### src/source/loop_params.svh
`ifndef LOOP_PARAMS_SVH
`define LOOP_PARAMS_SVH

`define LOOP_PTR_W  6                  // table pointer width
`define LOOP_DEPTH  (1 << `LOOP_PTR_W) // 64 slots per table
`define LOOP_ITR_W  16                 // iterators and trip counts
`define LOOP_ADDR_W 24                 // linear address, strides, base
`define LOOP_WB_AW  10                 // wishbone byte address

// regions by adr[9:8]
`define LOOP_RGN_ENT 2'b00 // entry table 0x000-0x0fc
`define LOOP_RGN_CFG 2'b01 // config table 0x100-0x1fc

// register map
`define LOOP_ADR_CTRL     10'h200 // bit 0 starts a run
`define LOOP_ADR_STATUS   10'h204 // bit 0 busy, bit 1 done
`define LOOP_ADR_STRIDE_I 10'h208
`define LOOP_ADR_STRIDE_J 10'h20c
`define LOOP_ADR_STRIDE_K 10'h210
`define LOOP_ADR_BASE     10'h214

`endif

### src/source/loop_pkg.sv
`include "loop_params.svh"

package loop_pkg;

  typedef enum logic [1:0] {
    LVL_K = 2'd0, // innermost
    LVL_J = 2'd1,
    LVL_I = 2'd2  // outermost
  } level_e;

  typedef enum logic [1:0] {
    KIND_INIT = 2'd0, // loop header, loads trip and label
    KIND_BODY = 2'd1  // statement, last slot is also the check-end
  } kind_e;

  // operation tag, one per table slot in the config table
  typedef logic [15:0] op_t;

  // one 32-bit wishbone word, bit 31 spare
  typedef struct packed {
    logic [`LOOP_ITR_W-1:0] trip;   // bits 30:15, trip count for init
    kind_e                  kind;   // bits 14:13
    logic [4:0]             num_sc; // bits 12:8, slots in the level
    logic [4:0]             sc;     // bits 7:3, slot index
    level_e                 level;  // bits 2:1
    logic                   valid;  // bit 0, clear ends the run
  } entry_t;

endpackage

### src/source/loop_addr_gen.sv
`timescale 1ns/100ps
`include "loop_params.svh"

module loop_addr_gen (
  input  logic                    clk,
  input  logic                    rst,
  input  logic                    step_en_i,
  input  logic [`LOOP_PTR_W-1:0]  ptr_i,
  input  loop_pkg::op_t           op_i,
  input  logic [`LOOP_ITR_W-1:0]  itr_i_i,
  input  logic [`LOOP_ITR_W-1:0]  itr_j_i,
  input  logic [`LOOP_ITR_W-1:0]  itr_k_i,
  input  logic [`LOOP_ADDR_W-1:0] base_i,
  input  logic [`LOOP_ADDR_W-1:0] stride_i_i,
  input  logic [`LOOP_ADDR_W-1:0] stride_j_i,
  input  logic [`LOOP_ADDR_W-1:0] stride_k_i,
  output logic                    step_valid_o,
  output logic [`LOOP_PTR_W-1:0]  step_ptr_o,
  output loop_pkg::op_t           step_op_o,
  output logic [`LOOP_ITR_W-1:0]  step_itr_i_o,
  output logic [`LOOP_ITR_W-1:0]  step_itr_j_o,
  output logic [`LOOP_ITR_W-1:0]  step_itr_k_o,
  output logic [`LOOP_ADDR_W-1:0] step_addr_o
);

  localparam int PAD_W = `LOOP_ADDR_W - `LOOP_ITR_W;

  logic [`LOOP_ADDR_W-1:0] ext_i; // iterators widened to address width
  logic [`LOOP_ADDR_W-1:0] ext_j;
  logic [`LOOP_ADDR_W-1:0] ext_k;
  logic [`LOOP_ADDR_W-1:0] addr_c;

  assign ext_i  = {{PAD_W{1'b0}}, itr_i_i};
  assign ext_j  = {{PAD_W{1'b0}}, itr_j_i};
  assign ext_k  = {{PAD_W{1'b0}}, itr_k_i};
  assign addr_c = base_i + ext_i * stride_i_i + ext_j * stride_j_i + ext_k * stride_k_i;

  always_ff @(posedge clk) begin
    if (rst) begin
      step_valid_o <= 1'b0;
    end else begin
      step_valid_o <= step_en_i; // one cycle after EXEC
    end
  end

  always_ff @(posedge clk) begin
    if (step_en_i) begin
      step_ptr_o   <= ptr_i;
      step_op_o    <= op_i;
      step_itr_i_o <= itr_i_i; // values before this cycle's update
      step_itr_j_o <= itr_j_i;
      step_itr_k_o <= itr_k_i;
      step_addr_o  <= addr_c;  // wraps mod 2^24
    end
  end

endmodule

### config.mk
export PLATFORM = sky130hd
export DESIGN_NAME = loop_addr_gen
export DESIGN_NICKNAME = d
export VERILOG_FILES = /design/src/source/loop_pkg.sv /design/src/source/loop_addr_gen.sv
export VERILOG_INCLUDE_DIRS = /design/src /design/src/source
export SDC_FILE = /design/constraint.sdc
export NUM_CORES = 2
export LEC_CHECK = 0
export BUFFER_PORTS_ARGS = -buffer_cell sky130_fd_sc_hd__buf_2
export CORE_ASPECT_RATIO = 1.1
export CORE_MARGIN = 3
export CORE_UTILIZATION = 42
export DETAILED_ROUTE_END_ITERATION = 12
export GPL_TIMING_DRIVEN = 0
export SLEW_MARGIN = 25
export SYNTH_ARGS = -nofsm -noshare
export SYNTH_HDL_FRONTEND = slang
export SYNTH_SLANG_ARGS = --single-unit
export TNS_END_PERCENT = 1
### constraint.sdc
create_clock -name clk -period 18 [get_ports clk]
set_input_delay 1.8 -clock clk [delete_from_list [all_inputs] [get_ports clk]]
set_output_delay 1.8 -clock clk [all_outputs]
set_load 0.05 [all_outputs]
==> results.sh <==
export IMPL_outcome="completed"
export IMPL_final_min_clock_period_ps=9890
export IMPL_globalplace_congestion=0.9169
export IMPL_crit_slowest_cell="clkbuf_1"
export IMPL_dpl_worst_slack_ps=7628
export IMPL_cts_tree="built"
export IMPL_critPathMostFrequentCell="fa_1"
export IMPL_dr_total_vias=18990
export IMPL_worst_slew_pin_slew_ps=858.0
export IMPL_hp_class="input port to flip-flop"
export IMPL_fin_area_sq_um=29690
export IMPL_ys_seq_area_share_pct=10.53
export IMPL_setup_ws_ps=8110
export IMPL_synth_top_area_share_pct=50.25
export IMPL_drive_gt1_share_pct=9.471
export IMPL_drc=0
export IMPL_dp_hpwl_microns=72870
export IMPL_io_pins=264
export IMPL_grt_use_total_pct=25.15
export IMPL_synth_ff_type="edfxtp_1"
export IMPL_grt_overflow_total=0
export IMPL_critPathKind="input port to flip-flop"
export IMPL_drv_slew=0
export IMPL_antenna_found_initial=11
export IMPL_setup_tns_ps=0
export IMPL_num_rows=96
export IMPL_async_flop_share_pct=0
export IMPL_setup_viol=0
export IMPL_cp_required_ps=18150
export IMPL_synthTopCellsByArea="fa_1, inv_1, edfxtp_1"
export IMPL_first_global_vias=21790
export IMPL_start_util_pct=42.83
export IMPL_finalNetCount=4029
export IMPL_routed_via_density=4.895
export IMPL_syn_area_per_cell_sq_um=9.757
export IMPL_hold_viol_final=0
export IMPL_core_sq_um=63060
export IMPL_ctsHtreeMaxLevel=3
export IMPL_crit_fanout=10
export IMPL_ctsHoldBuffers=0
export IMPL_relSlewSlack_pct=42.60
export IMPL_max_stage_delay_ps=560
export IMPL_yosysUniqueCellTypes=38
export IMPL_fin_util_pct=47.09
export IMPL_numCtsBuffers=9
export IMPL_dieWidth_microns=247.8
export IMPL_cts_root_buf="clkbuf_16"
export IMPL_synth_edf_count=94
export IMPL_ys_seq_elements=95
export IMPL_end_kind="flip-flop"
export IMPL_clk_pin_slew_ps=100
export IMPL_ant_nets=0
export IMPL_max_cap_viol_count=0
export IMPL_fmax_ghz=0.1011
export IMPL_port_buffers=256
export IMPL_post_cts_setup_buffers=0
export IMPL_drt_initial_drc_count=932
export IMPL_grt_max_degree=68
export IMPL_syn_inst=2768
export IMPL_arrival_ps=10040
export IMPL_rsz0062_at_grt="false"
export IMPL_grt_pass1_wl_microns=125800
export IMPL_wl_microns=81140
export IMPL_yosys_warnings=0
export IMPL_die_y_microns=272.0
export IMPL_numClockSinks=95
export IMPL_synthTopCellsByCount="inv_1, fa_1, and2_1"
export IMPL_syn2layout_area_growth_pct=9.937
export IMPL_period_share_pct=54.94
export IMPL_placed_cell_area_sq_um=29370
export IMPL_cts_max_path_buffers=2
export IMPL_synth_most_common_cell="inv_1"
export IMPL_drtPass1Iterations=7
export IMPL_synth_fp_nets=3761
export IMPL_die_area_sq_um=67390
export IMPL_cts_resized=0
export IMPL_yosysTopAreaCell="fa_1"
export IMPL_wl_per_cell_microns=20.91
export IMPL_start_kind="input port"
export IMPL_synth_cell_area_sq_um=27010
[sequential cells by signal, summed over array words and instances, names as in the netlist]
signal and cells:
step_addr_o 24, step_itr_i_o 16, step_itr_j_o 16, step_itr_k_o 16
step_op_o 16, step_ptr_o 6, step_valid_o 1
[layout make-up]
class / instances / area (sq um)
Tap cell: 833 / 1042
Fill cell: 6024 / 33370
Antenna cell: 6 / 15.01
Clock buffer: 9 / 225.2
Buffer: 112 / 435.4
Sequential cell: 95 / 2843
Clock inverter: 7 / 86.33
Inverter: 753 / 2826
Multi-Input combinational cell: 1808 / 20900
Timing Repair Buffer: 257 / 1315
[worst max-delay path: cells and delay by family]
family / cells / cell delay, ps
buffers and inverters: 9 / 1490
adders and majority gates: 10 / 4760
xor gates and xnor gates: 1 / 140
and+or+nand+nor: 1 / 250
AOI/OAI and AO/OA: 7 / 1570
[cell usage in the layout (no fill, tap or decap), drive strengths merged, types with 2 or more instances in the layout]
master / count
inv: 756
fa: 678
and2: 419
nand2: 378
buf: 267
ha: 146
clkbuf: 111
edfxtp: 94
xnor2: 87
xor2: 21
a21oi: 14
o21ai: 13
nor2: 10
o21a: 8
a21o: 7
diode: 6
nor2b: 5
clkinv: 4
nand2b: 3
a31oi: 3
o31ai: 2
a31o: 2
[cells by family (layout without fill, tap and decap cells)]
kind of cell,after synthesis,after routing,share of synthesized area [%]
AOI/OAI and AO/OA,55,55,1.325
xor gates and xnor gates,109,109,3.613
adders and majority gates,824,824,57.02
buffers and inverters,865,1138,12.08
DFF,95,95,10.53
other,0,6,0
and+or+nand+nor,820,820,15.44
[layer usage]
layer | GRT usage [%] | up-vias | share of wire [%]
li1 | - | 8331 | -
met1 | 31.17 | 9882 | 39
met2 | 43.44 | 594 | 51
met3 | 4.558 | 172 | 6.3
met4 | 9.831 | 12 | 4.1
met5 | 0 | - | 0.11
[worst paths after layout]
check	start	to	slack, ps	cells after the start
hold / removal	rst	step_valid_o$_SDFF_PP0_	1540	2
setup / recovery	itr_k_i[4]	step_addr_o[23]$_DFFE_PP_	8110	28
[per-stage QoR]
| step | hold WS (ps) | cells |
|---|---|---|
| 6_report | 1537 | 3880 |
| 4_1_cts | 1512 | 3874 |
| 5_1_grt | 1520 | 3876 |
| 3_3_place_gp | 1958 | 3857 |
| 3_5_place_dp | 1967 | 3858 |
| 2_1_floorplan | 1872 | 2768 |
Power is left out: the tool's default activity adds up to more than one toggle a clock period on the data nets, which glitch-free logic cannot reach.
