## config.mk

```make
export PLATFORM = sky130hd
export DESIGN_NAME = loop_wb_slave
export DESIGN_NICKNAME = d
export VERILOG_FILES = /design/src/source/loop_wb_slave.sv
export VERILOG_INCLUDE_DIRS = /design/src /design/src/source
export SDC_FILE = /design/constraint.sdc
export NUM_CORES = 1
export LEC_CHECK = 0
export ABC_CLOCK_PERIOD_IN_PS = 1800
export BUFFER_PORTS_ARGS = -buffer_cell sky130_fd_sc_hd__buf_4
export CAP_MARGIN = 20
export CORE_UTILIZATION = 25
export CTS_CLUSTER_SIZE = 25
export DETAILED_ROUTE_END_ITERATION = 12
export PLACE_DENSITY = 0.51
export SYNTH_ARGS = -nofsm -noshare
export SYNTH_HDL_FRONTEND = slang
export SYNTH_SLANG_ARGS = --single-unit
```

## constraint.sdc

```tcl
create_clock -name clk -period 1.8 [get_ports clk]
set_input_delay 0 -clock clk [delete_from_list [all_inputs] [get_ports clk]]
set_output_delay 0 -clock clk [all_outputs]
set_load 0.01 [all_outputs]
```

## src/source/loop_params.svh

```systemverilog
`ifndef LOOP_PARAMS_SVH
`define LOOP_PARAMS_SVH

`define LOOP_PTR_W  6                  // table pointer width
`define LOOP_DEPTH  (1 << `LOOP_PTR_W) // 64 slots per table
`define LOOP_ITR_W  16                 // iterators and trip counts
`define LOOP_ADDR_W 24                 // linear address, strides, base
`define LOOP_WB_AW  10                 // wishbone byte address

// regions by adr[9:8]
`define LOOP_RGN_ENT 2'b00 // entry table 0x000-0x0fc
`define LOOP_RGN_CFG 2'b01 // config table 0x100-0x1fc

// register map
`define LOOP_ADR_CTRL     10'h200 // bit 0 starts a run
`define LOOP_ADR_STATUS   10'h204 // bit 0 busy, bit 1 done
`define LOOP_ADR_STRIDE_I 10'h208
`define LOOP_ADR_STRIDE_J 10'h20c
`define LOOP_ADR_STRIDE_K 10'h210
`define LOOP_ADR_BASE     10'h214

`endif

```

## src/source/loop_wb_slave.sv

```systemverilog
`timescale 1ns/100ps
`include "loop_params.svh"

module loop_wb_slave (
  input  logic                    clk,
  input  logic                    rst,
  input  logic                    wb_cyc_i,
  input  logic                    wb_stb_i,
  input  logic                    wb_we_i,
  input  logic [`LOOP_WB_AW-1:0]  wb_adr_i,
  input  logic [31:0]             wb_dat_i,
  input  logic [3:0]              wb_sel_i,
  output logic [31:0]             wb_dat_o,
  output logic                    wb_ack_o,
  input  logic                    busy_i,
  input  logic                    done_i,
  output logic                    ent_we_o,
  output logic                    cfg_we_o,
  output logic [`LOOP_PTR_W-1:0]  tbl_waddr_o,
  output logic [31:0]             tbl_wdata_o,
  output logic                    start_o,
  output logic [`LOOP_ADDR_W-1:0] stride_i_o,
  output logic [`LOOP_ADDR_W-1:0] stride_j_o,
  output logic [`LOOP_ADDR_W-1:0] stride_k_o,
  output logic [`LOOP_ADDR_W-1:0] base_o
);

  logic        req;        // cycle seen, not acked yet
  logic        wr;
  logic [1:0]  rgn;        // table region select
  logic        start_pend; // ctrl write taken, pulse follows the ack
  logic [31:0] rd_data;

  assign req = wb_cyc_i & wb_stb_i & ~wb_ack_o; // ack blocks a second hit
  assign wr  = req & wb_we_i;
  assign rgn = wb_adr_i[`LOOP_WB_AW-1:8];

  // table writes pass on the request cycle, whole words only
  assign tbl_waddr_o = wb_adr_i[`LOOP_PTR_W+1:2];
  assign tbl_wdata_o = wb_dat_i;
  assign ent_we_o    = wr & (rgn == `LOOP_RGN_ENT) & (&wb_sel_i);
  assign cfg_we_o    = wr & (rgn == `LOOP_RGN_CFG) & (&wb_sel_i);

  // byte lane merge, top lane falls off the 24-bit register
  function automatic logic [`LOOP_ADDR_W-1:0] merge_sel(
    input logic [`LOOP_ADDR_W-1:0] old_v,
    input logic [31:0]             new_v,
    input logic [3:0]              sel
  );
    logic [31:0] r;
    r = 32'(old_v);
    for (int b = 0; b < 4; b++) begin
      if (sel[b]) begin
        r[b*8 +: 8] = new_v[b*8 +: 8];
      end
    end
    return r[`LOOP_ADDR_W-1:0];
  endfunction

  always_comb begin
    case (wb_adr_i)
      `LOOP_ADR_STATUS:   rd_data = {30'd0, done_i, busy_i};
      `LOOP_ADR_STRIDE_I: rd_data = 32'(stride_i_o);
      `LOOP_ADR_STRIDE_J: rd_data = 32'(stride_j_o);
      `LOOP_ADR_STRIDE_K: rd_data = 32'(stride_k_o);
      `LOOP_ADR_BASE:     rd_data = 32'(base_o);
      default:            rd_data = 32'd0; // tables, ctrl, holes
    endcase
  end

  always_ff @(posedge clk) begin
    if (rst) begin
      wb_ack_o   <= 1'b0;
      wb_dat_o   <= 32'd0;
      start_pend <= 1'b0;
      start_o    <= 1'b0;
      stride_i_o <= '0;
      stride_j_o <= '0;
      stride_k_o <= '0;
      base_o     <= '0;
    end else begin
      wb_ack_o   <= req; // single-cycle ack
      wb_dat_o   <= (req & ~wb_we_i) ? rd_data : 32'd0;
      start_pend <= wr & (wb_adr_i == `LOOP_ADR_CTRL) & wb_sel_i[0] & wb_dat_i[0] & ~busy_i;
      start_o    <= start_pend; // pulse in the cycle after ack
      if (wr) begin
        case (wb_adr_i)
          `LOOP_ADR_STRIDE_I: stride_i_o <= merge_sel(stride_i_o, wb_dat_i, wb_sel_i);
          `LOOP_ADR_STRIDE_J: stride_j_o <= merge_sel(stride_j_o, wb_dat_i, wb_sel_i);
          `LOOP_ADR_STRIDE_K: stride_k_o <= merge_sel(stride_k_o, wb_dat_i, wb_sel_i);
          `LOOP_ADR_BASE:     base_o     <= merge_sel(base_o, wb_dat_i, wb_sel_i);
          default: ; // unmapped writes dropped
        endcase
      end
    end
  end

endmodule

```

==> flow_summary_export.csv <==
group,metric,value,unit
sta,min_period_over_period,96.29,%
cells_and_area,num_antenna_cells,0,
synth,ys_async_sr_fraction,0,%
worst_setup_path,cp_max_fo,4,
power_and_ir_drop,power.leakage,3.975,nW
job,maxCapViolCount,0,
worst_setup_path,crit_path_end_kind,"flip-flop",
synth,syn_area_per_cell,10.39,um2
synth,synth-edff-count,0,
sta,setup_viol,0,
clocking,clock-sinks,123,
sta,rsz0062_at_grt,"false",
cells_and_area,nNetsFinal,820,
sta,maxSlewHeadroom,66.10,%
clocking,clock_latency,0.42,ns
place,placed_cells,1028,
power_and_ir_drop,power,7.062,mW
place,dp_hpwl,12590,um
grt,track_usage,15.60,%
clocking,htreeDepth,4,
die,core,22850,um2
sta,hold_viol,0,
sta,fin_crit,1.733,ns
place,gp_congestion,0.7415,
grt,grt_pass1_vias,4847,
worst_setup_path,cp_cell_sequence,"nand3b_1 -> dlygate4sd3_1 -> nor2_1 -> dlygate4sd3_1",
synth,synthFlopType,"dfxtp_1",
worst_setup_path,cpPeakStageDelay,0.56,ns
synth,ys_seq_area_share,41.95,%
die,die_h,155.2,um
grt,grt_pass1_wl,28220,um
die,io_pins,223,
detailed_routing,drc,0,
status,outcome,"completed",
synth,synth_most_common_cell,"mux2i_1",
clocking,cts_tree,"yes",
detailed_routing,via_count,4743,
worst_setup_path,cp_slowest_cell,"dlygate4sd3_1",
die,die_w,155.2,um
cells_and_area,syn2layout_area_growth,45.26,%
cells_and_area,instances_no_fill,1093,
clocking,cts_buffer_depth,2,
worst_setup_path,crit_family,"buffers and inverters",
synth,yosysTopAreaCellShare,41.95,%
worst_setup_path,worstPathRequired,2.16,ns
detailed_routing,final_antenna_net_count,0,
die,dieArea,24090,um2
worst_setup_path,crit_arrival,2.09,ns
cells_and_area,drive_gt1_share,34.10,%
synth,yosys.area.top_type,"dfxtp_1",
grt,grt_max_degree,83,
clocking,clk_pin_slew,0.06,ns
detailed_routing,wl_per_cell,16.82,um
detailed_routing,wirelength,18380,um
detailed_routing,viasPerCell,4.339,
synth,ys_top_cells_by_count,"141 x mux2i_1, 123 x dfxtp_1, 120 x nand2b_1",
synth,synth.cell_area,5869,um2
sta,slew_violations,0,
synth,synth_cell_type_count,35,
detailed_routing,drt-initial-drc-count,250,
synth,synthTopCellsByArea,"dfxtp_1 42%, mux2i_1 24%, nand2b_1 13%",
detailed_routing,firstDrtPassIters,4,
hold_path,hold_path_class,"input port to output port",
synth,ys_ff_latch,123,
power_and_ir_drop,power_density,828.3,nW/um2
place,io_buffers,198,
die,rows,55,
sta,clock_skew,0.007062,ns
worst_setup_path,cp_num_buf_inv,2,
synth,synth_cells,565,
worst_setup_path,cp-start-kind,"flip-flop",
worst_setup_path,critPathMostFrequentCell,"dlygate4sd3_1",
sta,fmax,0.5770,GHz
clocking,numCtsBuffers,17,
die,start_util,25.69,%
synth,yosysWarnings,0,
grt,grt.overflow.total,0,
place,placed_cell_area,7540,um2
sta,worstMarginPinSlew,0.5072,ns
clocking,cts-root-buf,"clkbuf_16",
grt,antenna_found_initial,0,
sta,setup_tns,0,ns
worst_setup_path,path_class,"flip-flop to flip-flop",
power_and_ir_drop,vdd_drop_max,0.0004841,V
cells_and_area,fin_area,8526,um2
cells_and_area,fill_cells,2344,
-- power breakdown --
part / leakage [nW] / switching (mW) / total (mW) / internal, mW
sequential: 0.991 / 0.000901 / 2.72 / 2.72
combinational: 2.68 / 0.238 / 0.493 / 0.254
clock: 0.306 / 1.34 / 3.85 / 2.50
-- cells in the final DEF, fill, tap and decap left out, drive strengths merged, types with 4 or more instances in the layout --
cell type / count
buf: 227
mux2i: 141
dfxtp: 123
nand2b: 120
dlygate4sd3: 31
nor3: 26
o22a: 22
clkbuf: 19
nand4: 8
conb: 8
bufinv: 5
and4b: 5
clkinvlp: 4
nor4b: 4
nor4: 4
-- what timing repair did --
item | CTS | global route
hold buffers | 31 | 0
resized for setup | 1 | 1
setup endpoints to repair | 2 | 1
endpoints found under the hold margin | 98 | 0
setup buffers | 1 | 1
-- worst register-to-register path, stage by stage, from the launching register on --
cell and delay, ns:
dfxtp_2 0.33, nand3b_1 0.16, dlygate4sd3_1 0.56, nor2_1 0.07, dlygate4sd3_1 0.54
-- final cells by class --
cell class / count / area, um2 / share of cell area, %
well taps: 313 / 391.6 / 4.593
multi-input cells: 366 / 2944 / 34.53
repair buffers: 258 / 2064 / 24.21
inverters: 1 / 3.754 / 0.04403
clock inverters: 13 / 215.2 / 2.524
clock buffers: 19 / 442.9 / 5.195
flip-flops and latches: 123 / 2464 / 28.90
-- layer usage --
metal / up-vias / wire [um] / track usage (%)
met5: - / 0 / 0
met1: 2227 / 8338 / 18.96
met2: 147 / 8635 / 25.87
li1: 2345 / - / -
met3: 24 / 1133 / 4.847
met4: 0 / 273 / 5.696
-- final timing paths --
path | from | to | slack (ns) | depth (start not counted)
worst max-delay path | wb_ack_o$_SDFF_PP0_ | wb_ack_o$_SDFF_PP0_ | 0.07 | 4
worst min-delay path | wb_dat_i[28] | tbl_wdata_o[28] | 0.000004 | 0
worst max register to register | wb_ack_o$_SDFF_PP0_ | wb_ack_o$_SDFF_PP0_ | 0.07 | 4
worst min register to register | start_pend$_SDFF_PP0_ | start_o$_SDFF_PP0_ | 0.45 | 1
-- state kept, by name (all words and copies together) (netlist names) --
register    cells
stride_j_o     24
start_o         1
stride_i_o     24
stride_k_o     24
wb_dat_o       24
start_pend      1
base_o         24
wb_ack_o        1
-- metrics by stage --
stage / util, % / hold slack (ns) / setup slack, ns
final: 37.32 / 0.000003906 / 0.06683
after global routing: 37.32 / 0.00001506 / 0.006866
after CTS: 37.28 / 0.00007494 / 0.04925
after detailed placement: 33.00 / 0.00007494 / 0.08912
after global placement: 33.00 / 0.00007494 / 0.07741
after floorplan: - / 0.05410 / 0.1575
-- kinds of logic (layout without fill, tap and decap cells) --
| family | count (synthesis) | in the layout | synth area share [%] |
|---|---|---|---|
| buf+inv | 83 | 291 | 8.356 |
| compound gates | 27 | 27 | 3.986 |
| flops | 123 | 123 | 41.95 |
| other cells | 1 | 8 | 0.06389 |
| simple gates | 188 | 188 | 21.21 |
| mux | 143 | 143 | 24.43 |
Power figures use the tool's default switching activity.
