**config.mk**
```make
export PLATFORM = sky130hd
export DESIGN_NAME = loop_sequencer
export DESIGN_NICKNAME = d
export VERILOG_FILES = /design/src/source/loop_pkg.sv /design/src/source/loop_sequencer.sv
export VERILOG_INCLUDE_DIRS = /design/src /design/src/source
export SDC_FILE = /design/constraint.sdc
export NUM_CORES = 1
export LEC_CHECK = 0
export ABC_AREA = 1
export BUFFER_PORTS_ARGS = -buffer_cell sky130_fd_sc_hd__buf_4
export CAP_MARGIN = 20
export CORE_UTILIZATION = 48
export CTS_CLUSTER_DIAMETER = 30
export DETAILED_ROUTE_END_ITERATION = 8
export GPL_TIMING_DRIVEN = 0
export PLACE_DENSITY = 0.84
export SYNTH_ARGS = -nofsm -noshare
export SYNTH_HDL_FRONTEND = slang
export SYNTH_SLANG_ARGS = --single-unit
export TNS_END_PERCENT = 50
```
**constraint.sdc**
```tcl
create_clock -name clk -period 3.6 [get_ports clk]
set_input_delay 0.36 -clock clk [delete_from_list [all_inputs] [get_ports clk]]
set_output_delay 0.36 -clock clk [all_outputs]
set_load 0.005 [all_outputs]
```
**src/source/loop_params.svh**
```systemverilog
`ifndef LOOP_PARAMS_SVH
`define LOOP_PARAMS_SVH

`define LOOP_PTR_W  6                  // table pointer width
`define LOOP_DEPTH  (1 << `LOOP_PTR_W) // 64 slots per table
`define LOOP_ITR_W  16                 // iterators and trip counts
`define LOOP_ADDR_W 24                 // linear address, strides, base
`define LOOP_WB_AW  10                 // wishbone byte address

// regions by adr[9:8]
`define LOOP_RGN_ENT 2'b00 // entry table 0x000-0x0fc
`define LOOP_RGN_CFG 2'b01 // config table 0x100-0x1fc

// register map
`define LOOP_ADR_CTRL     10'h200 // bit 0 starts a run
`define LOOP_ADR_STATUS   10'h204 // bit 0 busy, bit 1 done
`define LOOP_ADR_STRIDE_I 10'h208
`define LOOP_ADR_STRIDE_J 10'h20c
`define LOOP_ADR_STRIDE_K 10'h210
`define LOOP_ADR_BASE     10'h214

`endif

```
**src/source/loop_pkg.sv**
```systemverilog
`include "loop_params.svh"

package loop_pkg;

  typedef enum logic [1:0] {
    LVL_K = 2'd0, // innermost
    LVL_J = 2'd1,
    LVL_I = 2'd2  // outermost
  } level_e;

  typedef enum logic [1:0] {
    KIND_INIT = 2'd0, // loop header, loads trip and label
    KIND_BODY = 2'd1  // statement, last slot is also the check-end
  } kind_e;

  // operation tag, one per table slot in the config table
  typedef logic [15:0] op_t;

  // one 32-bit wishbone word, bit 31 spare
  typedef struct packed {
    logic [`LOOP_ITR_W-1:0] trip;   // bits 30:15, trip count for init
    kind_e                  kind;   // bits 14:13
    logic [4:0]             num_sc; // bits 12:8, slots in the level
    logic [4:0]             sc;     // bits 7:3, slot index
    level_e                 level;  // bits 2:1
    logic                   valid;  // bit 0, clear ends the run
  } entry_t;

endpackage

```
**src/source/loop_sequencer.sv**
```systemverilog
`timescale 1ns/100ps
`include "loop_params.svh"

module loop_sequencer (
  input  logic                   clk,
  input  logic                   rst,
  input  logic                   start_i,
  input  loop_pkg::entry_t       entry_i,
  input  loop_pkg::op_t          op_i,
  output logic [`LOOP_PTR_W-1:0] raddr_o,
  input  logic                   last_i_i,
  input  logic                   last_j_i,
  input  logic                   last_k_i,
  output loop_pkg::level_e       cnt_level_o,
  output logic                   cnt_load_o,
  output logic                   cnt_inc_o,
  output logic                   cnt_clr_o,
  output logic                   cnt_clr_all_o,
  output logic [`LOOP_ITR_W-1:0] trip_o,
  output logic                   step_en_o,
  output logic [`LOOP_PTR_W-1:0] step_ptr_o,
  output loop_pkg::op_t          step_op_o,
  output logic                   busy_o,
  output logic                   done_o
);

  import loop_pkg::*;

  typedef enum logic [1:0] {
    S_IDLE,
    S_FETCH, // read address out
    S_EXEC,  // entry and op tag present
    S_DONE
  } state_e;

  localparam logic [`LOOP_PTR_W-1:0] PTR_ONE = 1;

  state_e                 state_q;
  logic [`LOOP_PTR_W-1:0] ptr_q;
  logic [`LOOP_PTR_W-1:0] lbl_k_q;  // first slot after each init
  logic [`LOOP_PTR_W-1:0] lbl_j_q;
  logic [`LOOP_PTR_W-1:0] lbl_i_q;
  logic                   go;       // start taken
  logic                   ent_ok;   // entry keeps the run alive
  logic                   is_init;
  logic                   is_body;
  logic                   at_end;   // last slot, check-end applies
  logic                   lvl_last; // last flag of the entry level
  logic [`LOOP_PTR_W-1:0] lvl_lbl;  // label of the entry level
  logic [`LOOP_PTR_W-1:0] ptr_nxt;

  assign go      = start_i & ((state_q == S_IDLE) | (state_q == S_DONE)); // busy drops it
  assign ent_ok  = entry_i.valid & (entry_i.level != 2'd3) &
                   ((entry_i.kind == KIND_INIT) | (entry_i.kind == KIND_BODY));
  assign is_init = (state_q == S_EXEC) & ent_ok & (entry_i.kind == KIND_INIT);
  assign is_body = (state_q == S_EXEC) & ent_ok & (entry_i.kind == KIND_BODY);
  assign at_end  = (entry_i.sc == entry_i.num_sc - 5'd1);

  always_comb begin
    case (entry_i.level)
      LVL_I: begin
        lvl_last = last_i_i;
        lvl_lbl  = lbl_i_q;
      end
      LVL_J: begin
        lvl_last = last_j_i;
        lvl_lbl  = lbl_j_q;
      end
      default: begin
        lvl_last = last_k_i;
        lvl_lbl  = lbl_k_q;
      end
    endcase
  end

  assign raddr_o       = ptr_q; // table registers it in FETCH
  assign cnt_level_o   = entry_i.level;
  assign trip_o        = entry_i.trip;
  assign cnt_load_o    = is_init;
  assign cnt_inc_o     = is_body & at_end & ~lvl_last; // another pass
  assign cnt_clr_o     = is_body & at_end & lvl_last;  // level finished
  assign cnt_clr_all_o = go;
  assign step_en_o     = is_body;
  assign step_ptr_o    = ptr_q;
  assign step_op_o     = op_i;
  assign busy_o        = (state_q == S_FETCH) | (state_q == S_EXEC);
  assign done_o        = (state_q == S_DONE);

  assign ptr_nxt = cnt_inc_o ? lvl_lbl : ptr_q + PTR_ONE; // jump back or fall through

  always_ff @(posedge clk) begin
    if (rst) begin
      state_q <= S_IDLE;
      ptr_q   <= '0;
      lbl_k_q <= '0;
      lbl_j_q <= '0;
      lbl_i_q <= '0;
    end else begin
      case (state_q)
        S_IDLE, S_DONE: begin
          if (go) begin
            state_q <= S_FETCH;
            ptr_q   <= '0; // program always starts at slot 0
          end
        end
        S_FETCH: state_q <= S_EXEC;
        S_EXEC: begin
          if (!ent_ok) begin
            state_q <= S_DONE; // busy and done flip together
          end else begin
            state_q <= S_FETCH;
            ptr_q   <= ptr_nxt;
          end
        end
        default: state_q <= S_IDLE;
      endcase
      if (is_init) begin
        case (entry_i.level)
          LVL_I:   lbl_i_q <= ptr_q + PTR_ONE;
          LVL_J:   lbl_j_q <= ptr_q + PTR_ONE;
          default: lbl_k_q <= ptr_q + PTR_ONE;
        endcase
      end
    end
  end

endmodule

```
==> impl_metrics.ini <==
[clocking]
cts-root-buf = sky130_fd_sc_hd__clkbuf_8
cts.sink_count = 26
cts.reportedPaths.clkPinSlew_ps = 90
tritoncts_clock_tree = built
clock_tree.buffer_depth = 2
postCtsResizedCells = 0
clock_buffer_count_from_cts = 3
htree_num_levels = 1
cts_hold_buf = 0
insertion_delay_of_the_later_clocked_pin_in_the_worst_skew_pair_ps = 270
cts_post_setup_buffers_inserted = 0

[sta]
finalMaxSlewViolations = 0
finalSetupTns_ps = 0
hold_ws_ps = 350
fmax_mhz = 486
report.final.hold_viol_count = 0
timing.final.crit_period_ps = 2060
worst_slew_pin_slew_ps = 478
finalClockSkew_ps = 4.10
rsz0062_at_grt = false
worst_slew_margin_rel_pct = 68.0
final.period_utilization_pct = 57.1
setup_violations = 0

[pwr]
cellPowerDensity_nw_per_um2 = 274
p_sw_uw = 180
switching_fraction_of_total_power_pct = 25.1
pwr-share-comb_pct = 25.4
maximum_vdd_drop_mv = 0.251
power.static_leakage_uw = 0.00134
post-layout-total-power_uw = 715
power.internal_uw = 535
seqPwrFrac_pct = 41.4
clock_power_share_pct = 33.2

[setup_path]
timing.setup.critical_path_class = flop to primary output
worstPathArrival_ps = 1700
reg2regPathDepth = 8
critPathRequiredTime_ps = 3240
crit_path_end_kind = primary output
critical_path_peak_fanout = 8
timing.critical_path.from_type = flop

[floorplanning]
start_util_pct = 51.3
die_height_um = 65.5
number_of_placement_rows = 22
fp.dieArea_um2 = 4290
floorplan_core_area_um2 = 3770
ioPinCount = 106
chipWidth_um = 65.5

[min_path]
hold_path_depth = 2
holdCritPathClass = input pin to flop

[final_layout]
nets = 404
nFillCells = 326
insertedDiodeCount = 0
mostFrequentLayoutCell = sky130_fd_sc_hd__buf_4
drive_gt1_share_pct = 42.1
most-common-layout-cells = sky130_fd_sc_hd__buf_4, sky130_fd_sc_hd__nand2_1, sky130_fd_sc_hd__a21oi_1
syn2layout_area_growth_pct = 34.7

[synthesis]
seq_area_frac_synth_pct = 26.9
yosysWarningCount = 0
synthDistinctLibCells = 28
mappedNetlistNets = 327
post_synth.cell_area_avg_um2 = 7.28
synth-seq-cells = 26
syn_inst_count = 266
post_synthesis_cell_area_um2 = 1940

[drt]
drc = 0
routed_wl_um = 4130
postRouteAntennaNets = 0
drt-initial-drc-count = 102
wl_per_cell_um = 10.6
drt_first_pass_iters = 4
num_vias = 1895
avgViaCountPerCell = 4.86

[global_route]
grt_pass1_vias = 1569
grt_max_degree = 16
grt.total_usage_pct = 19.4
grt_first_pass_wirelength_um = 6640
overflow = 0
number_of_antenna_violations_at_the_first_check_in_global_routing = 0

[placed_design]
placement.io_buffers = 72
detailed_place_hpwl_um = 3360
place_congestion = 0.855

[run]
max-cap-violations = 0

[status]
outcome = complete, no violations
[cells in the mapped netlist, drive strengths merged]
cell type / number / area [um^2]
a21oi: 38 / 190
buf: 44 / 328
clkbuf: 4 / 15.0
dfxtp: 26 / 521
ha: 8 / 100
inv: 30 / 113
nand2: 54 / 230
nand3: 12 / 72.6
nand3b: 2 / 27.5
nand4: 7 / 43.8
nor2: 12 / 105
o211ai: 1 / 7.51
o21ai: 21 / 116
or2: 1 / 6.26
xnor2: 1 / 8.76
xor2: 5 / 51.3
[power by group through the flow]
stage               sequential, uW  combinational, uW  clock, uW
finish                         296                182        238
CTS                            296                183        241
global placement               302                179          0
detailed placement             302                183          0
floorplan                      301                109          0
global route                   296                200        253
[cell families (layout without fill, tap and decap cells)]
family          after synthesis  after routing  share of synthesized area [%]
simple gates                 88             88                           25.1
buf+inv                      78            154                           23.5
compound gates               60             60                           16.2
flops                        26             26                           26.9
fa+ha+maj                     8              8                           5.17
xor+xnor                      6              6                           3.10
[final cells by class]
type                       instances  area (um^2)  area share, %
clock inverter                     1         30.0           1.15
buffer                            48          343           13.1
timing repair buffer              72          541           20.7
inverter                          30          113           4.32
tap                               48         60.1           2.30
sequential                        26          520           20.0
multi-input combinational        162          960           36.8
clock buffer                       3         41.3           1.58
[path summary, 6_finish.rpt]
kind	from	end	slack (ps)
max	state_q[1]	cnt_inc_o	1540
min	rst	raddr_o[3]	350
max reg2reg	state_q[0]	raddr_o[1]	1910
min reg2reg	state_q[1]	state_q[1]	520
[state kept, by name (all words and copies together), names as in the netlist]
register / count
lbl_i_q: 6
lbl_j_q: 6
lbl_k_q: 6
raddr_o: 6
state_q: 2
[per-layer routing]
layer  vias to the layer above  share of wire (%)  global-route usage, %
met5                         -                  0                      0
li1                        968                  -                      -
met4                         0                  0                   2.17
met1                       837                 40                   24.1
met2                        90                 50                   35.4
met3                         0                9.6                   3.82
[critical path, stage by stage, from the launching register on]
cell,delay (ps)
sky130_fd_sc_hd__dfxtp_1,390
sky130_fd_sc_hd__ha_1,240
sky130_fd_sc_hd__inv_2,50
sky130_fd_sc_hd__nor2_2,130
sky130_fd_sc_hd__nand2_1,150
sky130_fd_sc_hd__nor2_8,180
sky130_fd_sc_hd__nand3_4,120
sky130_fd_sc_hd__inv_1,70
sky130_fd_sc_hd__buf_4,100
[through the flow]
step | worst slack [ps] | cells | utilization [%] | instance area (um^2)
after floorplan | 1910 | 266 | - | 1940
after global placement | 1610 | 386 | 67.3 | 2540
after detailed placement | 1590 | 386 | 67.3 | 2540
after CTS | 1530 | 390 | 69.1 | 2610
after global routing | 1380 | 390 | 69.1 | 2610
final | 1540 | 390 | 69.1 | 2610
No activity file was read; power rests on OpenSTA's default activity.
