### src/source/loop_params.svh
`ifndef LOOP_PARAMS_SVH
`define LOOP_PARAMS_SVH

`define LOOP_PTR_W  6                  // table pointer width
`define LOOP_DEPTH  (1 << `LOOP_PTR_W) // 64 slots per table
`define LOOP_ITR_W  16                 // iterators and trip counts
`define LOOP_ADDR_W 24                 // linear address, strides, base
`define LOOP_WB_AW  10                 // wishbone byte address

// regions by adr[9:8]
`define LOOP_RGN_ENT 2'b00 // entry table 0x000-0x0fc
`define LOOP_RGN_CFG 2'b01 // config table 0x100-0x1fc

// register map
`define LOOP_ADR_CTRL     10'h200 // bit 0 starts a run
`define LOOP_ADR_STATUS   10'h204 // bit 0 busy, bit 1 done
`define LOOP_ADR_STRIDE_I 10'h208
`define LOOP_ADR_STRIDE_J 10'h20c
`define LOOP_ADR_STRIDE_K 10'h210
`define LOOP_ADR_BASE     10'h214

`endif

### src/source/loop_pkg.sv
`include "loop_params.svh"

package loop_pkg;

  typedef enum logic [1:0] {
    LVL_K = 2'd0, // innermost
    LVL_J = 2'd1,
    LVL_I = 2'd2  // outermost
  } level_e;

  typedef enum logic [1:0] {
    KIND_INIT = 2'd0, // loop header, loads trip and label
    KIND_BODY = 2'd1  // statement, last slot is also the check-end
  } kind_e;

  // operation tag, one per table slot in the config table
  typedef logic [15:0] op_t;

  // one 32-bit wishbone word, bit 31 spare
  typedef struct packed {
    logic [`LOOP_ITR_W-1:0] trip;   // bits 30:15, trip count for init
    kind_e                  kind;   // bits 14:13
    logic [4:0]             num_sc; // bits 12:8, slots in the level
    logic [4:0]             sc;     // bits 7:3, slot index
    level_e                 level;  // bits 2:1
    logic                   valid;  // bit 0, clear ends the run
  } entry_t;

endpackage

### src/source/loop_iter_counters.sv
`timescale 1ns/100ps
`include "loop_params.svh"

module loop_iter_counters (
  input  logic                   clk,
  input  logic                   rst,
  input  loop_pkg::level_e       level_i,
  input  logic                   load_i,
  input  logic [`LOOP_ITR_W-1:0] trip_i,
  input  logic                   inc_i,
  input  logic                   clr_i,
  input  logic                   clr_all_i,
  output logic [`LOOP_ITR_W-1:0] itr_i_o,
  output logic [`LOOP_ITR_W-1:0] itr_j_o,
  output logic [`LOOP_ITR_W-1:0] itr_k_o,
  output logic                   last_i_o,
  output logic                   last_j_o,
  output logic                   last_k_o
);

  import loop_pkg::*;

  localparam logic [`LOOP_ITR_W-1:0] ITR_ONE = 1;

  logic [`LOOP_ITR_W-1:0] itr_q  [3]; // indexed by level code
  logic [`LOOP_ITR_W-1:0] trip_q [3];
  logic [2:0]             last;

  always_comb begin
    logic [`LOOP_ITR_W-1:0] eff;
    for (int l = 0; l < 3; l++) begin
      eff     = (trip_q[l] == '0) ? ITR_ONE : trip_q[l]; // trip 0 runs once
      last[l] = (itr_q[l] == eff - ITR_ONE);
    end
  end

  always_ff @(posedge clk) begin
    if (rst) begin
      for (int l = 0; l < 3; l++) begin
        itr_q[l]  <= '0;
        trip_q[l] <= '0;
      end
    end else begin
      for (int l = 0; l < 3; l++) begin
        if (clr_all_i) begin
          itr_q[l] <= '0; // new run
        end else if (level_i == level_e'(l)) begin
          if (load_i) begin
            trip_q[l] <= trip_i;
          end
          if (clr_i) begin
            itr_q[l] <= '0;
          end else if (inc_i) begin
            itr_q[l] <= itr_q[l] + ITR_ONE;
          end
        end
      end
    end
  end

  assign itr_i_o  = itr_q[LVL_I];
  assign itr_j_o  = itr_q[LVL_J];
  assign itr_k_o  = itr_q[LVL_K];
  assign last_i_o = last[LVL_I];
  assign last_j_o = last[LVL_J];
  assign last_k_o = last[LVL_K];

endmodule

### config.mk
export PLATFORM = sky130hd
export DESIGN_NAME = loop_iter_counters
export DESIGN_NICKNAME = d
export VERILOG_FILES = /design/src/source/loop_pkg.sv /design/src/source/loop_iter_counters.sv
export VERILOG_INCLUDE_DIRS = /design/src /design/src/source
export SDC_FILE = /design/constraint.sdc
export NUM_CORES = 1
export LEC_CHECK = 0
export ABC_AREA = 1
export BUFFER_PORTS_ARGS = -buffer_cell sky130_fd_sc_hd__buf_2
export CAP_MARGIN = 20
export CORE_ASPECT_RATIO = 1.1
export CORE_MARGIN = 5
export CORE_UTILIZATION = 64
export DETAILED_ROUTE_END_ITERATION = 10
export GPL_TIMING_DRIVEN = 0
export PLACE_DENSITY = 0.87
export SLEW_MARGIN = 20
export SYNTH_ARGS = -nofsm -noshare
export SYNTH_HDL_FRONTEND = slang
export SYNTH_SLANG_ARGS = --single-unit
### constraint.sdc
create_clock -name clk -period 5.73 [get_ports clk]
set_clock_uncertainty 0.2 [all_clocks]
set_input_delay 0.8595 -clock clk [delete_from_list [all_inputs] [get_ports clk]]
set_output_delay 0.8595 -clock clk [all_outputs]
set_load 0.01 [all_outputs]
==> metrics.yaml, run 1 <==
status:
  status: "completed"
floorplanning:
  design.die.area_mm2: 0.0116
  core_region_area_mm2: 0.00935
  floorplan.initialDensity_pct: 65.3
  floorplan.die.height_um: 112
  std_cell_rows: 37
  chipWidth_um: 103
  io_pins: 75
power_and_ir_drop:
  leakagePower_nw: 3.05
  power_per_cell_area_mw_per_mm2: 224
  sw_frac_of_total_pct: 28.3
  power_report.internal_total_mw: 1.09
  fin_total_pwr_mw: 1.53
  vdd_ir_drop_max_mv: 0.154
  p_comb_share_pct: 14.3
  seqPwrFrac_pct: 57.1
  p_sw_mw: 0.432
  clockPowerShare_pct: 28.6
global_route:
  grt_pass1_wl_um: 25200
  grt_max_degree: 17
  global_route.overflow_total: 0
  antenna_found_initial: 0
  grt_pass1_vias: 5418
  groute.usage.overall_pct: 27.6
logic_synthesis:
  yosys.area.top_type_share_pct: 47.2
  synthesis.nets: 812
  yosysWarningCount: 0
  synthesis.area_mm2: 0.00611
  netlist_top_cells_count: "174 x nand2_1, 140 x nor2_1, 124 x inv_1"
  synth.area.top_cells: "edfxtp_1 47%, nand2_1 11%, nor2_1 8.6%, inv_1 7.6%, nand3_1 4.9%"
  post-synth-top-count-cell: "nand2_1"
  netlist_instances: 782
  synth-edff-count: 96
  syn_area_per_cell_um2: 7.81
  sequential_fraction_of_the_synthesis_area_pct: 47.2
  fraction_of_registers_with_async_set_reset_pct: 0
  synth-main-ff-cell: "edfxtp_1"
  ys_ff_latch: 96
  synthDistinctLibCells: 31
  synth_top_area_cell: "edfxtp_1"
clock_network:
  cts_num_sinks: 96
  cts_root_buf: "clkbuf_8"
  cts_hold_repair.buffers: 0
  post_cts.repair.setup_buffers: 0
  htree_levels: 3
  clock_tree_from_tritoncts: "yes"
  cts.clk_slew.worst_paths_ns: 0.09
  cts_made_buffers: 9
  post_cts_resized: 0
  cts-root-to-sink-buffers: 2
  clk-insertion-delay-late_ns: 0.38
finish:
  layout.area.seq_mm2: 0.00288
  fin_util_pct: 73.0
  layout_nets: 898
  multiInputGateArea_mm2: 0.00276
  layout-area-overhead-vs-synth_pct: 11.7
  n_fill_cell: 752
  total_inserted_antenna_cells: 0
  drive_above_1_share_pct: 13.5
critical_path:
  crit_slowest_cell: "edfxtp_1"
  critical_path.max_fanout: 7
  slowest_delay_ns: 0.45
  worst-endpoint-arrival_ns: 3.19
  critPathBufInv: 2
  cp_cell_sequence: "nor2_1, nand2_1, nor2_1, nand2_2, nand2_1, inv_1, ha_1, nand2_1, nor2_4, nand2_1, nand2_1, nand2_1, nand2_1, nor2_1, nand2_1, nor2_1, nand3_1, nor3_1, buf_2"
  most_repeated_library_cell_on_the_critical_path: "nand2_1"
  setup.worst_path.start_class: "flip-flop"
  criticalPathCategory: "flip-flop to output pin"
  crit_family: "simple AND/OR/NAND/NOR gates"
  cp-end-kind: "output pin"
  critical_path_required_ns: 4.67
timing:
  drv_slew: 0
  worst-slew-pin-transition_ns: 0.925
  final.setup.worst_slack_ns: 1.48
  finalHoldViolations: 0
  unrepaired_setup_endpoints_after_global_routing: "false"
  hold_ws_ns: 0.470
  maxSlewHeadroom_pct: 38.3
  fmaxAchievable_mhz: 235
  tmin_final_ns: 4.25
  setup_tns_ns: 0
  min_period_over_period_pct: 74.2
  setup-violations-final: 0
drt:
  detail-route-antenna-nets: 0
  dr.first_iter.drc_count: 386
  post-route-drc-count: 0
  routedWlPerCell_um: 15.4
  viasPerCell: 5.61
  wirelength_um: 15200
  detail_route.first_pass.iterations: 5
  vias: 5547
min_path:
  worst_hold_path_type: "flip-flop to flip-flop"
placed_design:
  globalplace.congestion: 0.903
  place.detailed.hpwl_um: 11800
  place_worst_setup_slack_ns: 1.99
  port_buffers: 74
run:
  drv.max_cap_violation_count: 0
-- flip-flops by register name (all words and copies together), names as in the netlist --
signal  count
trip_q     48
itr_q      48
-- power groups by stage --
stage	clock network [mW]	logic (mW)	registers, mW
after floorplan	0	0.144	0.880
after global placement	0	0.205	0.884
after detailed placement	0	0.215	0.886
after CTS	0.436	0.217	0.870
after global routing	0.474	0.245	0.878
final	0.437	0.218	0.871
-- placed cells by master, fill, tap and decap left out, types with 2 or more instances in the layout --
master / count
nand3b_1: 8
nand4_1: 11
edfxtp_1: 96
nand2_2: 4
ha_1: 6
o21a_1: 3
inv_1: 124
or2_2: 2
o2111ai_2: 2
nor3_1: 25
o21ai_0: 27
clkbuf_8: 9
clkinv_2: 3
xnor2_1: 12
nor3_2: 4
xor2_1: 25
buf_2: 74
clkbuf_1: 4
nand4_2: 2
nor2_4: 2
nor2_2: 11
nand3_1: 60
a21oi_1: 30
nor4_1: 2
nand2_1: 174
a31oi_1: 2
nor2_1: 140
-- path summary, 6_finish.rpt --
kind                     start           end  slack [ns]  cells after the start
setup reg to reg   itr_q[0][0]  itr_q[0][14]        3.34                      9
hold reg to reg    itr_q[0][0]   itr_q[0][0]        0.47                      1
setup / recovery  trip_q[0][5]      last_k_o        1.48                     19
hold / removal     itr_q[0][0]   itr_q[0][0]        0.47                      1
-- final cells by class --
| class | count | share of cell area, % |
|---|---|---|
| plain buffers | 3 | 0.165 |
| clock buffers | 10 | 1.87 |
| clock inverters | 5 | 0.715 |
| inverters | 124 | 6.82 |
| multi-input cells | 559 | 40.4 |
| flip-flops and latches | 96 | 42.2 |
| well taps | 117 | 2.15 |
| repair buffers | 75 | 5.59 |
-- metal layers --
layer | wire length [um] | share of wire [%] | global-route usage (%) | vias to the layer above
met5 | 0 | 0 | 0 | -
met4 | 430 | 2.8 | 10.8 | 0
met3 | 995 | 6.5 | 2.61 | 39
met2 | 7720 | 51 | 48.1 | 246
met1 | 6100 | 40 | 35.0 | 2542
li1 | - | - | - | 2720
-- logic make-up after synthesis --
logic type | Yosys count | synth area share (%)
AOI/OAI and AO/OA | 67 | 5.88
xor gates and xnor gates | 37 | 5.31
buffers and inverters | 127 | 7.81
and+or+nand+nor | 449 | 32.6
adders and majority gates | 6 | 1.23
DFF | 96 | 47.2
-- stage by stage --
stage | cells | instance area [um^2]
global route | 989 | 6820
detailed placement | 974 | 6650
floorplan | 782 | 6110
global placement | 973 | 6620
finish | 989 | 6820
CTS | 989 | 6820
Power figures use the tool's default switching activity.
==> run 2, diff against run 1 <==
Settings changed: CORE_UTILIZATION 64 to 59, PLACE_DENSITY 0.87 to 0.81.
Clock period 5.73 ns to 4.45 ns, I/O delays scaled along.
==> run 2 against run 1 <==
Global-route usage down 3.1 points; count of clock-buffer cells in the layout unchanged; first-iteration DRC count down 21%; hold slack worse by 0.0015 ns; via count down 2.8%; core utilization down 5.3 points; die area up 7.7%; combinational power up 28%.
==> metrics.yaml, run 2 (same netlist as run 1, synthesis figures left out) <==
finish:
  layout_nets: 899
  leading_cell_types_in_the_layout_fill_and_taps_excluded: "174 x nand2_1, 140 x nor2_1, 124 x inv_1"
  total_inserted_antenna_cells: 0
  fin_util_pct: 67.6
  biggestRegsByFlops: "itr_q: 48 flops, trip_q: 48 flops"
  n_fill_cell: 838
  layout-area-overhead-vs-synth_pct: 13.5
  final_common_cell: "nand2_1"
  drive_above_1_share_pct: 13.6
clock_network:
  cts.clk_slew.worst_paths_ns: 0.07
  post_cts_resized: 0
  cts_root_buf: "clkbuf_16"
  cts-root-to-sink-buffers: 2
  cts_made_buffers: 9
  cts_hold_repair.buffers: 0
  post_cts.repair.setup_buffers: 0
  htree_levels: 3
  clock_tree_from_tritoncts: "yes"
  clk-insertion-delay-late_ns: 0.34
  cts_num_sinks: 96
power_and_ir_drop:
  sw_frac_of_total_pct: 27.5
  power_per_cell_area_mw_per_mm2: 305
  p_comb_share_pct: 13.2
  p_sw_mw: 0.582
  fin_total_pwr_mw: 2.12
  power_report.internal_total_mw: 1.53
  leakagePower_nw: 3.10
  vdd_ir_drop_max_mv: 0.237
  clockPowerShare_pct: 33.8
  seqPwrFrac_pct: 53.0
placed_design:
  port_buffers: 74
  globalplace.congestion: 0.936
  place.detailed.hpwl_um: 11600
floorplanning:
  io_pins: 75
  floorplan.initialDensity_pct: 59.6
  std_cell_rows: 39
  chipWidth_um: 107
  floorplan.die.height_um: 117
  core_region_area_mm2: 0.0102
  design.die.area_mm2: 0.0125
timing:
  min_period_over_period_pct: 88.2
  setup-violations-final: 0
  setup_tns_ns: 0
  worst-slew-pin-transition_ns: 0.807
  fmaxAchievable_mhz: 255
  unrepaired_setup_endpoints_after_global_routing: "false"
  finalHoldViolations: 0
  maxSlewHeadroom_pct: 46.0
  tmin_final_ns: 3.92
  drv_slew: 0
  hold_ws_ns: 0.468
critical_path:
  critical_path.max_fanout: 7
  cp-end-kind: "output pin"
  crit_slowest_cell: "edfxtp_1"
  critical_path_required_ns: 3.58
  criticalPathCategory: "flip-flop to output pin"
  cp_cell_sequence: "nor2_1, nand2_1, nor2_1, nand2_2, nand2_1, inv_1, ha_1, nand2_1, nor2_4, nand2_1, nand2_1, nand2_1, nand2_1, nor2_1, nand2_1, nor2_1, nand3_1, nor3_1, buf_2"
  critPathBufInv: 2
  worst-endpoint-arrival_ns: 3.06
  slowest_delay_ns: 0.43
  setup.worst_path.start_class: "flip-flop"
  most_repeated_library_cell_on_the_critical_path: "nand2_1"
  crit_family: "simple AND/OR/NAND/NOR gates"
global_route:
  antenna_found_initial: 1
  grt_pass1_wl_um: 24100
  groute.usage.overall_pct: 24.5
  grt_max_degree: 17
  global_route.overflow_total: 0
  grt_pass1_vias: 5200
drt:
  detail-route-antenna-nets: 0
  vias: 5394
  viasPerCell: 5.41
  routedWlPerCell_um: 14.9
  post-route-drc-count: 0
  dr.first_iter.drc_count: 304
  wirelength_um: 14900
  detail_route.first_pass.iterations: 6
status:
  status: "completed"
run:
  drv.max_cap_violation_count: 0
min_path:
  worst_hold_path_type: "flip-flop to flip-flop"
[run 2: changes by cell type in the layout (fill, tap and decap cells not counted), sizes merged]
cell	before	now
buf	75	76
bufinv	1	0
inv	124	125
clkinv	4	5
[run 2: per-stage QoR]
stage               setup slack (ns)  cell area (um^2)  std cells
detailed placement             0.931              6670        981
finish                         0.526              6930        997
floorplan                       1.40              6110        782
global placement                1.00              6630        979
CTS                            0.521              6930        997
global route                   0.195              6930        997
[run 2: cell type report]
type,count,area [um^2],share of cell area (%)
plain buffers,3,11.3,0.162
clock buffers,10,229,3.30
clock inverters,6,35.0,0.506
inverters,124,465,6.72
multi-input cells,559,2760,39.8
flip-flops and latches,96,2880,41.6
well taps,123,154,2.22
repair buffers,76,393,5.67
[run 2: power by group through the flow]
stage | sequential (mW) | clock, mW | combinational, mW
after floorplan | 1.13 | 0 | 0.185
after global placement | 1.14 | 0 | 0.264
after detailed placement | 1.14 | 0 | 0.277
after CTS | 1.12 | 0.719 | 0.279
after global routing | 1.13 | 0.764 | 0.317
final | 1.12 | 0.715 | 0.279
[run 2: final timing paths]
| path | slack [ns] | cells after the start | end | startpoint |
|---|---|---|---|---|
| setup / recovery | 0.53 | 19 | last_k_o | trip_q[0][5] |
| hold / removal | 0.47 | 1 | itr_q[0][0] | itr_q[0][0] |
| setup reg to reg | 2.12 | 9 | itr_q[0][14] | itr_q[0][0] |
| hold reg to reg | 0.47 | 1 | itr_q[0][0] | itr_q[0][0] |
[run 2: per-layer routing]
layer	global-route usage, %	wire (um)	up-vias	part of all wire (%)
li1	-	-	2716	-
met1	30.5	6510	2484	44
met2	43.5	7240	167	49
met3	3.87	800	25	5.4
met4	8.87	290	2	2.0
met5	0	13	-	0.088
